## config.mk

```make
export PLATFORM = sky130hd
export DESIGN_NAME = int_core_top
export DESIGN_NICKNAME = d
export VERILOG_FILES = /design/src/instr_pkg.sv /design/src/instr_intake.sv /design/src/decode.sv /design/src/operand_read.sv /design/src/ialu.sv /design/src/retire.sv /design/src/int_core_top.sv
export SDC_FILE = /design/constraint.sdc
export NUM_CORES = 2
export LEC_CHECK = 0
export BUFFER_PORTS_ARGS = -buffer_cell sky130_fd_sc_hd__buf_2
export CORE_AREA = 10 10 411 413
export DETAILED_ROUTE_END_ITERATION = 8
export DIE_AREA = 0 0 421 423
export PLACE_DENSITY = 0.66
export SYNTH_ARGS = -nofsm -noshare
export SYNTH_HDL_FRONTEND = slang
export SYNTH_HIERARCHICAL = 1
export SYNTH_SLANG_ARGS = --single-unit
```

## constraint.sdc

```tcl
create_clock -name clk -period 7.33 [get_ports clk]
set_clock_uncertainty 0.1 [all_clocks]
set_input_delay 1.466 -clock clk [delete_from_list [all_inputs] [get_ports clk]]
set_output_delay 1.466 -clock clk [all_outputs]
set_load 0.02 [all_outputs]
```

## src/instr_pkg.sv

```systemverilog
`default_nettype none

package instr;

    // Data path and register file geometry
    localparam int XLEN      = 32;
    localparam int NUM_REGS  = 32;
    localparam int REG_IDX_W = $clog2(NUM_REGS);
    localparam int SHAMT_W   = $clog2(XLEN);

    typedef logic [XLEN-1:0]      t_rv_reg_data;
    typedef logic [REG_IDX_W-1:0] t_rv_reg_idx;

    // Major opcodes handled by this slice
    localparam logic [6:0] OPC_OP     = 7'b0110011;
    localparam logic [6:0] OPC_OP_IMM = 7'b0010011;
    localparam logic [6:0] OPC_LUI    = 7'b0110111;
    localparam logic [6:0] OPC_AUIPC  = 7'b0010111;

    // ALU funct3 codes, shared by OP and OP-IMM
    localparam logic [2:0] F3_ADD_SUB = 3'b000;
    localparam logic [2:0] F3_SLL     = 3'b001;
    localparam logic [2:0] F3_SLT     = 3'b010;
    localparam logic [2:0] F3_SLTU    = 3'b011;
    localparam logic [2:0] F3_XOR     = 3'b100;
    localparam logic [2:0] F3_SRL_SRA = 3'b101;
    localparam logic [2:0] F3_OR      = 3'b110;
    localparam logic [2:0] F3_AND     = 3'b111;

    typedef enum logic [3:0] {
        U_ADD,
        U_SUB,
        U_AND,
        U_XOR,
        U_OR,
        U_SLL,
        U_SRL,
        U_SRA,
        U_SLT,
        U_SLTU,
        U_LUI,
        U_AUIPC,
        U_ILLEGAL
    } t_uop;

    // Decoded instruction as seen by EX0
    typedef struct packed {
        t_uop         uop;
        t_rv_reg_idx  rd;
        t_rv_reg_idx  rs1;
        t_rv_reg_idx  rs2;
        t_rv_reg_data imm;
        logic         use_imm;
        t_rv_reg_data pc;
    } t_uinstr;

endpackage

`default_nettype wire

```

## src/instr_intake.sv

```systemverilog
`timescale 1ns/100ps
`default_nettype none

module instr_intake (
    input  logic               clk,
    input  logic               arst_n,
    input  logic               in_req,
    input  logic [31:0]        in_instr,
    input  instr::t_rv_reg_data in_pc,
    input  logic               busy,
    output logic               in_ack,
    output logic               iss_ex0,
    output logic [31:0]        instr_ex0,
    output instr::t_rv_reg_data pc_ex0
);

    typedef enum logic [1:0] {
        S_WAIT_REQ,
        S_ISSUED,
        S_WAIT_REL
    } t_state;

    t_state state;
    logic   capture;

    // New request, previous one fully released, retire side idle
    assign capture = (state == S_WAIT_REQ) && in_req && !in_ack && !busy;

    always_ff @(posedge clk or negedge arst_n) begin
        if (!arst_n) begin
            state   <= S_WAIT_REQ;
            in_ack  <= 1'b0;
            iss_ex0 <= 1'b0;
        end else begin
            case (state)
                S_WAIT_REQ: begin
                    if (capture) begin
                        state   <= S_ISSUED;
                        in_ack  <= 1'b1;
                        iss_ex0 <= 1'b1;
                    end
                end
                S_ISSUED: begin
                    iss_ex0 <= 1'b0;
                    // Sender may already have dropped req
                    if (!in_req) begin
                        in_ack <= 1'b0;
                        state  <= S_WAIT_REQ;
                    end else begin
                        state <= S_WAIT_REL;
                    end
                end
                default: begin
                    if (!in_req) begin
                        in_ack <= 1'b0;
                        state  <= S_WAIT_REQ;
                    end
                end
            endcase
        end
    end

    // Instruction and pc held for the EX0 cycle
    always_ff @(posedge clk) begin
        if (capture) begin
            instr_ex0 <= in_instr;
            pc_ex0    <= in_pc;
        end
    end

    a_ack_needs_req: assert property (
        @(posedge clk) disable iff (!arst_n)
        $rose(in_ack) |-> $past(in_req)
    ) else $error("in_ack rose without in_req");

endmodule

`default_nettype wire

```

## src/decode.sv

```systemverilog
`timescale 1ns/100ps
`default_nettype none

module decode (
    input  logic                iss_ex0,
    input  logic [31:0]         instr_ex0,
    input  instr::t_rv_reg_data pc_ex0,
    output instr::t_uinstr      uinstr_ex0
);

    logic [6:0]          opcode;
    logic [2:0]          funct3;
    logic                funct7_b30;
    instr::t_rv_reg_data imm_i;
    instr::t_rv_reg_data imm_u;
    instr::t_uop         alu_uop;

    assign opcode     = instr_ex0[6:0];
    assign funct3     = instr_ex0[14:12];
    assign funct7_b30 = instr_ex0[30];

    // I-type sign extended, U-type upper 20 bits
    assign imm_i = {{(instr::XLEN-12){instr_ex0[31]}}, instr_ex0[31:20]};
    assign imm_u = {instr_ex0[31:12], 12'b0};

    // ALU op shared by OP and OP-IMM, SUB only exists in OP
    always_comb begin
        case (funct3)
            instr::F3_ADD_SUB: begin
                if ((opcode == instr::OPC_OP) && funct7_b30) begin
                    alu_uop = instr::U_SUB;
                end else begin
                    alu_uop = instr::U_ADD;
                end
            end
            instr::F3_SLL:  alu_uop = instr::U_SLL;
            instr::F3_SLT:  alu_uop = instr::U_SLT;
            instr::F3_SLTU: alu_uop = instr::U_SLTU;
            instr::F3_XOR:  alu_uop = instr::U_XOR;
            instr::F3_SRL_SRA: begin
                alu_uop = funct7_b30 ? instr::U_SRA : instr::U_SRL;
            end
            instr::F3_OR:   alu_uop = instr::U_OR;
            instr::F3_AND:  alu_uop = instr::U_AND;
            default:        alu_uop = instr::U_ILLEGAL;
        endcase
    end

    always_comb begin
        uinstr_ex0.uop     = instr::U_ILLEGAL;
        uinstr_ex0.rd      = '0;
        uinstr_ex0.rs1     = instr_ex0[19:15];
        uinstr_ex0.rs2     = instr_ex0[24:20];
        uinstr_ex0.imm     = imm_i;
        uinstr_ex0.use_imm = 1'b0;
        uinstr_ex0.pc      = pc_ex0;
        case (opcode)
            instr::OPC_OP: begin
                uinstr_ex0.uop = alu_uop;
                uinstr_ex0.rd  = instr_ex0[11:7];
            end
            instr::OPC_OP_IMM: begin
                uinstr_ex0.uop     = alu_uop;
                uinstr_ex0.rd      = instr_ex0[11:7];
                uinstr_ex0.use_imm = 1'b1;
            end
            instr::OPC_LUI: begin
                uinstr_ex0.uop     = instr::U_LUI;
                uinstr_ex0.rd      = instr_ex0[11:7];
                uinstr_ex0.rs1     = '0;
                uinstr_ex0.imm     = imm_u;
                uinstr_ex0.use_imm = 1'b1;
            end
            instr::OPC_AUIPC: begin
                uinstr_ex0.uop     = instr::U_AUIPC;
                uinstr_ex0.rd      = instr_ex0[11:7];
                uinstr_ex0.rs1     = '0;
                uinstr_ex0.imm     = imm_u;
                uinstr_ex0.use_imm = 1'b1;
            end
            // Illegal keeps rd at zero so nothing can be written
            default: begin
                uinstr_ex0.uop = instr::U_ILLEGAL;
            end
        endcase
    end

    always_comb begin
        if (iss_ex0) begin
            a_uop_known: assert final (!$isunknown(uinstr_ex0.uop))
                else $error("decode produced an unknown uop");
        end
    end

endmodule

`default_nettype wire

```

## src/operand_read.sv

```systemverilog
`timescale 1ns/100ps
`default_nettype none

module operand_read (
    input  logic                clk,
    input  logic                arst_n,
    input  instr::t_uinstr      uinstr_ex0,
    input  logic                wr_en,
    input  instr::t_rv_reg_idx  wr_idx,
    input  instr::t_rv_reg_data wr_data,
    output instr::t_rv_reg_data src1val_ex0,
    output instr::t_rv_reg_data src2val_ex0
);

    instr::t_rv_reg_data regs [instr::NUM_REGS];
    instr::t_rv_reg_data rs2val;

    always_ff @(posedge clk or negedge arst_n) begin
        if (!arst_n) begin
            for (int i = 0; i < instr::NUM_REGS; i++) begin
                regs[i] <= '0;
            end
        end else if (wr_en && (wr_idx != '0)) begin
            regs[wr_idx] <= wr_data;
        end
    end

    // x0 is hardwired to zero
    assign src1val_ex0 = (uinstr_ex0.rs1 == '0) ? '0 : regs[uinstr_ex0.rs1];
    assign rs2val      = (uinstr_ex0.rs2 == '0) ? '0 : regs[uinstr_ex0.rs2];

    // Immediate replaces rs2 for OP-IMM, LUI and AUIPC
    assign src2val_ex0 = uinstr_ex0.use_imm ? uinstr_ex0.imm : rs2val;

endmodule

`default_nettype wire

```

## src/ialu.sv

```systemverilog
`timescale 1ns/100ps
`default_nettype none

module ialu (
    input  logic                clk,
    input  logic                arst_n,
    input  logic                iss_ex0,
    input  instr::t_uinstr      uinstr_ex0,
    input  instr::t_rv_reg_data src1val_ex0,
    input  instr::t_rv_reg_data src2val_ex0,
    output logic                resvld_ex0,
    output instr::t_rv_reg_data result_ex0
);

    logic signed [instr::XLEN-1:0] src1val_signed;
    logic signed [instr::XLEN-1:0] src2val_signed;
    logic [instr::SHAMT_W-1:0]     shamt;

    assign src1val_signed = src1val_ex0;
    assign src2val_signed = src2val_ex0;
    assign shamt          = src2val_ex0[instr::SHAMT_W-1:0];

    always_comb begin
        result_ex0 = '0;
        resvld_ex0 = iss_ex0;
        case (uinstr_ex0.uop)
            instr::U_ADD:  result_ex0 = src1val_ex0 + src2val_ex0;
            instr::U_SUB:  result_ex0 = src1val_ex0 - src2val_ex0;
            instr::U_AND:  result_ex0 = src1val_ex0 & src2val_ex0;
            instr::U_XOR:  result_ex0 = src1val_ex0 ^ src2val_ex0;
            instr::U_OR:   result_ex0 = src1val_ex0 | src2val_ex0;
            instr::U_SLL:  result_ex0 = src1val_ex0 << shamt;
            instr::U_SRL:  result_ex0 = src1val_ex0 >> shamt;
            instr::U_SRA:  result_ex0 = src1val_signed >>> shamt;
            instr::U_SLT: begin
                result_ex0 = instr::t_rv_reg_data'(src1val_signed < src2val_signed);
            end
            instr::U_SLTU: begin
                result_ex0 = instr::t_rv_reg_data'(src1val_ex0 < src2val_ex0);
            end
            // Source two already carries the upper immediate
            instr::U_LUI:   result_ex0 = src2val_ex0;
            instr::U_AUIPC: result_ex0 = src2val_ex0 + uinstr_ex0.pc;
            default: begin
                resvld_ex0 = 1'b0;
                result_ex0 = '0;
            end
        endcase
    end

    // One result per issue, the issue pulse lasts a single cycle
    a_resvld_single: assert property (
        @(posedge clk) disable iff (!arst_n)
        resvld_ex0 |=> !resvld_ex0
    ) else $error("ialu result valid on two consecutive cycles");

endmodule

`default_nettype wire

```

## src/retire.sv

```systemverilog
`timescale 1ns/100ps
`default_nettype none

module retire (
    input  logic                clk,
    input  logic                arst_n,
    input  logic                iss_ex0,
    input  instr::t_uinstr      uinstr_ex0,
    input  logic                resvld_ex0,
    input  instr::t_rv_reg_data result_ex0,
    input  logic                res_ack,
    output logic                res_req,
    output instr::t_rv_reg_idx  res_rd,
    output instr::t_rv_reg_data res_value,
    output logic                res_illegal,
    output logic                busy,
    output logic                wr_en,
    output instr::t_rv_reg_idx  wr_idx,
    output instr::t_rv_reg_data wr_data
);

    // Register file write lands on the same edge the result is latched
    assign wr_en   = iss_ex0 && resvld_ex0 && (uinstr_ex0.rd != '0);
    assign wr_idx  = uinstr_ex0.rd;
    assign wr_data = result_ex0;

    // Result port handshake and busy toward intake
    always_ff @(posedge clk or negedge arst_n) begin
        if (!arst_n) begin
            res_req <= 1'b0;
            busy    <= 1'b0;
        end else if (iss_ex0) begin
            res_req <= 1'b1;
            busy    <= 1'b1;
        end else if (res_req && res_ack) begin
            res_req <= 1'b0;
        end else if (busy && !res_req && !res_ack) begin
            // Ack seen low again, handshake complete
            busy <= 1'b0;
        end
    end

    always_ff @(posedge clk) begin
        if (iss_ex0) begin
            res_rd      <= uinstr_ex0.rd;
            res_value   <= resvld_ex0 ? result_ex0 : '0;
            res_illegal <= (uinstr_ex0.uop == instr::U_ILLEGAL);
        end
    end

    a_res_stable: assert property (
        @(posedge clk) disable iff (!arst_n)
        res_req && $past(res_req) |-> $stable({res_rd, res_value, res_illegal})
    ) else $error("result payload changed while res_req high");

endmodule

`default_nettype wire

```

## src/int_core_top.sv

```systemverilog
`timescale 1ns/100ps
`default_nettype none

module int_core_top (
    input  logic                clk,
    input  logic                arst_n,
    input  logic                in_req,
    input  logic [31:0]         in_instr,
    input  instr::t_rv_reg_data in_pc,
    output logic                in_ack,
    output logic                res_req,
    output instr::t_rv_reg_idx  res_rd,
    output instr::t_rv_reg_data res_value,
    output logic                res_illegal,
    input  logic                res_ack
);

    logic                iss_ex0;
    logic [31:0]         instr_ex0;
    instr::t_rv_reg_data pc_ex0;
    instr::t_uinstr      uinstr_ex0;
    instr::t_rv_reg_data src1val_ex0;
    instr::t_rv_reg_data src2val_ex0;
    logic                resvld_ex0;
    instr::t_rv_reg_data result_ex0;
    logic                busy;
    logic                wr_en;
    instr::t_rv_reg_idx  wr_idx;
    instr::t_rv_reg_data wr_data;

    instr_intake intake_inst (
        .clk       (clk),
        .arst_n    (arst_n),
        .in_req    (in_req),
        .in_instr  (in_instr),
        .in_pc     (in_pc),
        .busy      (busy),
        .in_ack    (in_ack),
        .iss_ex0   (iss_ex0),
        .instr_ex0 (instr_ex0),
        .pc_ex0    (pc_ex0)
    );

    decode decode_inst (
        .iss_ex0    (iss_ex0),
        .instr_ex0  (instr_ex0),
        .pc_ex0     (pc_ex0),
        .uinstr_ex0 (uinstr_ex0)
    );

    operand_read operand_read_inst (
        .clk         (clk),
        .arst_n      (arst_n),
        .uinstr_ex0  (uinstr_ex0),
        .wr_en       (wr_en),
        .wr_idx      (wr_idx),
        .wr_data     (wr_data),
        .src1val_ex0 (src1val_ex0),
        .src2val_ex0 (src2val_ex0)
    );

    ialu ialu_inst (
        .clk         (clk),
        .arst_n      (arst_n),
        .iss_ex0     (iss_ex0),
        .uinstr_ex0  (uinstr_ex0),
        .src1val_ex0 (src1val_ex0),
        .src2val_ex0 (src2val_ex0),
        .resvld_ex0  (resvld_ex0),
        .result_ex0  (result_ex0)
    );

    retire retire_inst (
        .clk         (clk),
        .arst_n      (arst_n),
        .iss_ex0     (iss_ex0),
        .uinstr_ex0  (uinstr_ex0),
        .resvld_ex0  (resvld_ex0),
        .result_ex0  (result_ex0),
        .res_ack     (res_ack),
        .res_req     (res_req),
        .res_rd      (res_rd),
        .res_value   (res_value),
        .res_illegal (res_illegal),
        .busy        (busy),
        .wr_en       (wr_en),
        .wr_idx      (wr_idx),
        .wr_data     (wr_data)
    );

endmodule

`default_nettype wire

```

# Yosys cells after proc, flatten, opt, wreduce, memory -nomap -nowiden
# Index checks and enable logic that the tools add are counted.
totals:
  regBits: 1132
  input_bits: 68
  out_inout_bits: 40
  word_cells: 156
classes:
  n_addsub: 3
  magnitude_cmp: 6
  eq_ne: 28
  shifts: 3
  muxes: 35
  bitwise: 6
  n_reduce_logical: 33
ops:
  columns: ["op", "count"]
  rows:
  - ["$bwmux W1024", 1]
  - ["$pmux W32 S12", 1]
  - ["$bmux W32 S5", 2]
  - ["$mux W32", 8]
  - ["$demux W32 S5", 1]
  - ["$add A32 B32 Y32", 2]
  - ["$lt A32 B32 Y1", 2]
  - ["$and A32 B32 Y32", 1]
  - ["$or A32 B32 Y32", 1]
  - ["$pmux W4 S8", 1]
  - ["$shl A32 B5 Y32", 1]
  - ["$shr A32 B5 Y32", 1]
  - ["$sshr A32 B5 Y32", 1]
  - ["$sub A32 B32 Y32", 1]
  - ["$xor A32 B32 Y32", 1]
  - ["$mux W31", 1]
  - ["$eq A4 B4 Y1 const B", 5]
  - ["$ge A6 B6 Y1 const B", 3]
  - ["$not A5 Y6", 3]
  - ["$eq A4 B3 Y1 const B", 4]
  - ["$eq A7 B5 Y1 const B", 2]
  - ["$eq A7 B6 Y1 const B", 2]
  - ["$eq A3 B3 Y1 const B", 4]
  - ["$mux W1", 12]
  - ["other kinds (27)", 53]

# Longest topological paths before layout
logic_depth:
  depth_word: 11
  mapped_depth: 28
  ltp_nobuf: 21

# Cells and area by module
# Netlist, hierarchy kept.
by_module_without_submodules:
  columns: ["mod", "n_inst", "cells_per_inst", "area_each_um2", "seq_area_each_um2"]
  rows:
  - ["operand_read", 1, 3658, 54587.4, 25624.6]
  - ["ialu", 1, 1370, 9595.5, 0.0]
  - ["instr_intake", 1, 81, 2095.8, 2021.9]
  - ["retire", 1, 120, 1727.9, 1191.1]
  - ["decode", 1, 107, 770.7, 0.0]

# Worst setup path after synthesis
# Ideal clock, no wire load.
synth_path:
  path_type: "in2reg"
  start: "input in_req"
  end: "register intake_inst.instr_ex0[0] (enable)"
  setup_time_ns: 0.666
  t_arrival_ns: 8.198
  required_ns: 6.564
  slack_ns: -1.634
  stages: 2
  n_path_buf: 0
  cell_sequence: "and2b_1 nor4b_1"
synth_between:
  elab_chain_cells: 3
synth_lines:
  columns: ["item", "line_no", "text"]
  rows:
  - ["start: declaration", "int_core_top.sv:7", "input logic in_req,"]
  - ["$logic_and A1 B1 Y1 (3 in series)", "instr_intake.sv:27", "assign capture = (state == S_WAIT_REQ) && in_req && !in_ack && !busy;"]
  - ["via intake_inst.capture", "instr_intake.sv:24", "logic capture;"]
  - ["end signal: assignment", "instr_intake.sv:66", "instr_ex0 <= in_instr;"]
  - ["end: declaration", "instr_intake.sv:13", "output logic [31:0] instr_ex0,"]
# The timed path passes the listed nets, and every way through them passes these cells.
# A chain may end at the register's enable or synchronous reset.

==> qor.csv <==
metric,value,unit
final WL,237000,um
FF+latch area,0.0288,sq mm
synthesized cell area,0.0688,sq mm
IO Port Bufs,107,
GPL Wtd Cong,0.984,
worst rel slew slack,0.114,
H-Tree Depth,3,
Hold Crit Class,flip-flop to flip-flop,
fin nets,5392,
DR pass1 iterations,6,
Synth Warn #,6,
max_cap viols,0,
Max Clk Rate,140,MHz
gr usage total,0.258,
crit path max fanout,31,
number of synthesized flops with an enable pin,102,
Post-Route Utilization,0.474,
# fillers,14000,
largest net degree at the start of global routing,175,
distinct cell type count after synthesis,99,
Die Footprint,0.178,sq mm
Mean Syn Cell Area,12.9,sq um
Worst Setup End Kind,flip-flop,
dpl ws,0.285,ns
# rows,147,
Synth Instances,5336,
Synth Register Bits,1132,
layout cells sized above 1,0.409,
Post-synth ARST share,0.910,
vias per cell,6.57,
Clock Path Buffers,3,
remaining antenna violation count,0,
Skew-Pair Late Insertion Delay,0.78,ns
LEAKAGE,0.0344,uW
area grow syn2layout,10.4,%
worst path required time,7.87,ns
DRT iter0 DRCs,5662,
wire per inst,31.9,um
Die Y,423,um
sequential area share after synthesis,0.419,
Most used DFF post-synth,dfrtp_1,
Peak VDD IR,198,uV
pwr dens,173,mW/mm^2
total number of vias,48900,
worst hold slack,0.296,ns
actual slew at the worst max-slew pin,1.33,ns
CTS Buf Count,117,
RSZ-0062 raised after global routing,no,
Sink Count,1132,
CTS tree,done,
clk slew on worst S/H paths,0.06,ns
hpwl dp,154000,um
"Arr. time, crit path",7.70,ns
global route overflow,0,
count of final setup violators,0,
Setup TNS Final,0,ns
root buffer cell,clkbuf_16,
Core Box Area,0.160,sq mm
crit path launch type,flip-flop,
Die X,421,um
Pins Over Slew Limit,0,
final worst path period share,0.976,
vias in the first global route,49000,
postcts setup bufs,0,
Initial Utilization,0.429,
Synth Net Count,5539,
global-route wire length before repair,346000,um
DR DRC count,0,
setup ws final,0.175,ns
critical path class,flip-flop to flip-flop,
Top-Level Pins,108,
status,finished clean,
minimum clock period,7.15,ns
area of the multi-input gates,0.0371,sq mm
final hold vios,0,
initial antenna violation count,11,
worst max-delay path, stage by stage (launching register included):
cell and delay (ns):
edfxtp_1 0.43, and4bb_1 0.38, nor2b_4 0.54, nor2b_4 0.10
buf_12 0.20, mux4_2 0.44, mux4_2 0.51, a21o_1 0.33
inv_1 0.23, ha_1 0.23, inv_1 0.06, fa_1 0.43
nor2b_1 0.19, o2111ai_1 0.32, a311oi_1 0.16, buf_4 0.18
a211oi_1 0.42, o21bai_1 0.18, xnor2_1 0.16, a2111oi_1 0.52
buf_4 0.20, o21ai_2 0.14, buf_12 0.23, mux2_2 0.28
cells in the mapped netlist, types with 12 or more instances:
master     number  area share
and2_1         44      0.0040
clkbuf_1      320       0.017
a22o_1         31      0.0039
buf_1          61      0.0033
o22ai_1       104      0.0095
a31oi_1        15      0.0014
nor2b_1        40      0.0036
buf_6          24      0.0039
nand2b_1       23      0.0021
o221ai_1       16      0.0020
mux4_2        477        0.16
edfxtp_1      102       0.045
a211oi_1       25      0.0027
buf_4         100       0.011
dfrtp_1      1030        0.37
ha_1          133       0.024
or4_1          32      0.0035
nor4_1         13      0.0012
mux2_2       1051        0.17
a2111oi_0      38      0.0048
nor2_1        215       0.012
a22oi_1        13      0.0014
nor3_1         43      0.0031
mux2i_1       309       0.045
o21bai_1       14      0.0015
a21oi_1       203       0.015
nand2_1       168      0.0092
a21o_1         67      0.0073
a221oi_1       24      0.0031
o211ai_1       20      0.0022
or3_1          12      0.0011
buf_2         101      0.0073
inv_1          96      0.0052
xnor2_1        29      0.0037
o21ai_1        26      0.0019
xor2_1         20      0.0025
o21ai_0        90      0.0065
nand3_1        30      0.0022
final timing paths:
path | startpoint | to | cells after the start | slack (ns)
max | intake_inst/instr_ex0[6]$_DFFE_PP_ | operand_read_inst/regs[240]$_DFFE_PN0P_ | 23 | 0.18
min | operand_read_inst/regs[996]$_DFFE_PN0P_ | operand_read_inst/regs[996]$_DFFE_PN0P_ | 0 | 0.30
max reg2reg | intake_inst/instr_ex0[6]$_DFFE_PP_ | operand_read_inst/regs[240]$_DFFE_PN0P_ | 23 | 0.18
min reg2reg | operand_read_inst/regs[996]$_DFFE_PN0P_ | operand_read_inst/regs[996]$_DFFE_PN0P_ | 0 | 0.30
max in group asynchronous | arst_n | intake_inst/iss_ex0$_DFFE_PN0P_ | 2 | 4.88
min in group asynchronous | arst_n | operand_read_inst/regs[283]$_DFFE_PN0P_ | 1 | 0.64
cells by family after synthesis:
kind of cell | after synthesis | synth area share
AND/OR/NAND/NOR | 669 | 0.0474
multiplexers | 1848 | 0.375
XOR/XNOR | 49 | 0.00624
buffers and inverters | 709 | 0.0486
adder cells (fa/ha/maj) | 135 | 0.0248
flip-flops | 1132 | 0.419
AO/OA/AOI/OAI | 794 | 0.0786
registers in the layout, summed over array words and instances (netlist names):
signal	cells
operand_read_inst/regs	1024
intake_inst/instr_ex0	32
intake_inst/pc_ex0	32
retire_inst/res_value	32
retire_inst/res_rd	5
intake_inst/state	2
intake_inst/in_ack	1
intake_inst/iss_ex0	1
retire_inst/busy	1
retire_inst/res_illegal	1
retire_inst/res_req	1
metrics by stage:
stage	cell area, sq um	std cells	total power (uW)
4_1_cts	75900	7447	13200
3_5_place_dp	71900	7230	6970
6_report	75900	7450	13100
2_1_floorplan	68800	5336	6700
3_3_place_gp	71900	7230	6960
5_1_grt	75900	7447	13500
what timing repair did:
item                       in CTS  in global routing
gates resized for setup         0                  1
hold buffers                    0                  0
setup endpoints to repair       0                 31
cell type report:
| class | count | area share |
|---|---|---|
| clock buffer | 161 | 0.0433 |
| inverter | 103 | 0.00509 |
| tap | 2160 | 0.0356 |
| sequential | 1132 | 0.380 |
| multi-input combinational | 3495 | 0.489 |
| antenna | 3 | 0.0000989 |
| timing repair buffer | 340 | 0.0371 |
| clock inverter | 56 | 0.00987 |
cell usage in the layout, fill, tap and decap left out, drive strengths merged, types with 12 or more instances in the layout:
master and n:
a2111oi 42, a211oi 27, a21o 67, a21oi 204, a221oi 27, a22o 31, a22oi 13, a31oi 16
and2 44, buf 340, bufinv 13, clkbuf 161, clkinv 31, dfrtp 1030, edfxtp 102, ha 133
inv 108, mux2 1062, mux2i 309, mux4 477, nand2 169, nand2b 23, nand3 30, nor2 215
nor2b 42, nor3 43, nor4 13, o211ai 21, o21ai 116, o21bai 14, o221ai 16, o22ai 105
or3 12, or4 32, xnor2 29, xor2 20
report_power, final:
| group | leakage, uW | switching, uW | internal [uW] |
|---|---|---|---|
| combinational | 0.0172 | 305 | 77.6 |
| clock | 0.00195 | 2670 | 3610 |
| sequential | 0.0153 | 27.7 | 6430 |
per-layer routing:
layer / track usage / wire, um / vias to the layer above
li1: - / - / 19900
met1: 0.339 / 92900 / 25700
met2: 0.396 / 107000 / 2620
met3: 0.0543 / 22400 / 691
met4: 0.148 / 15500 / 2
met5: 0 / 11 / -
No activity file was read; power rests on OpenSTA's default activity.
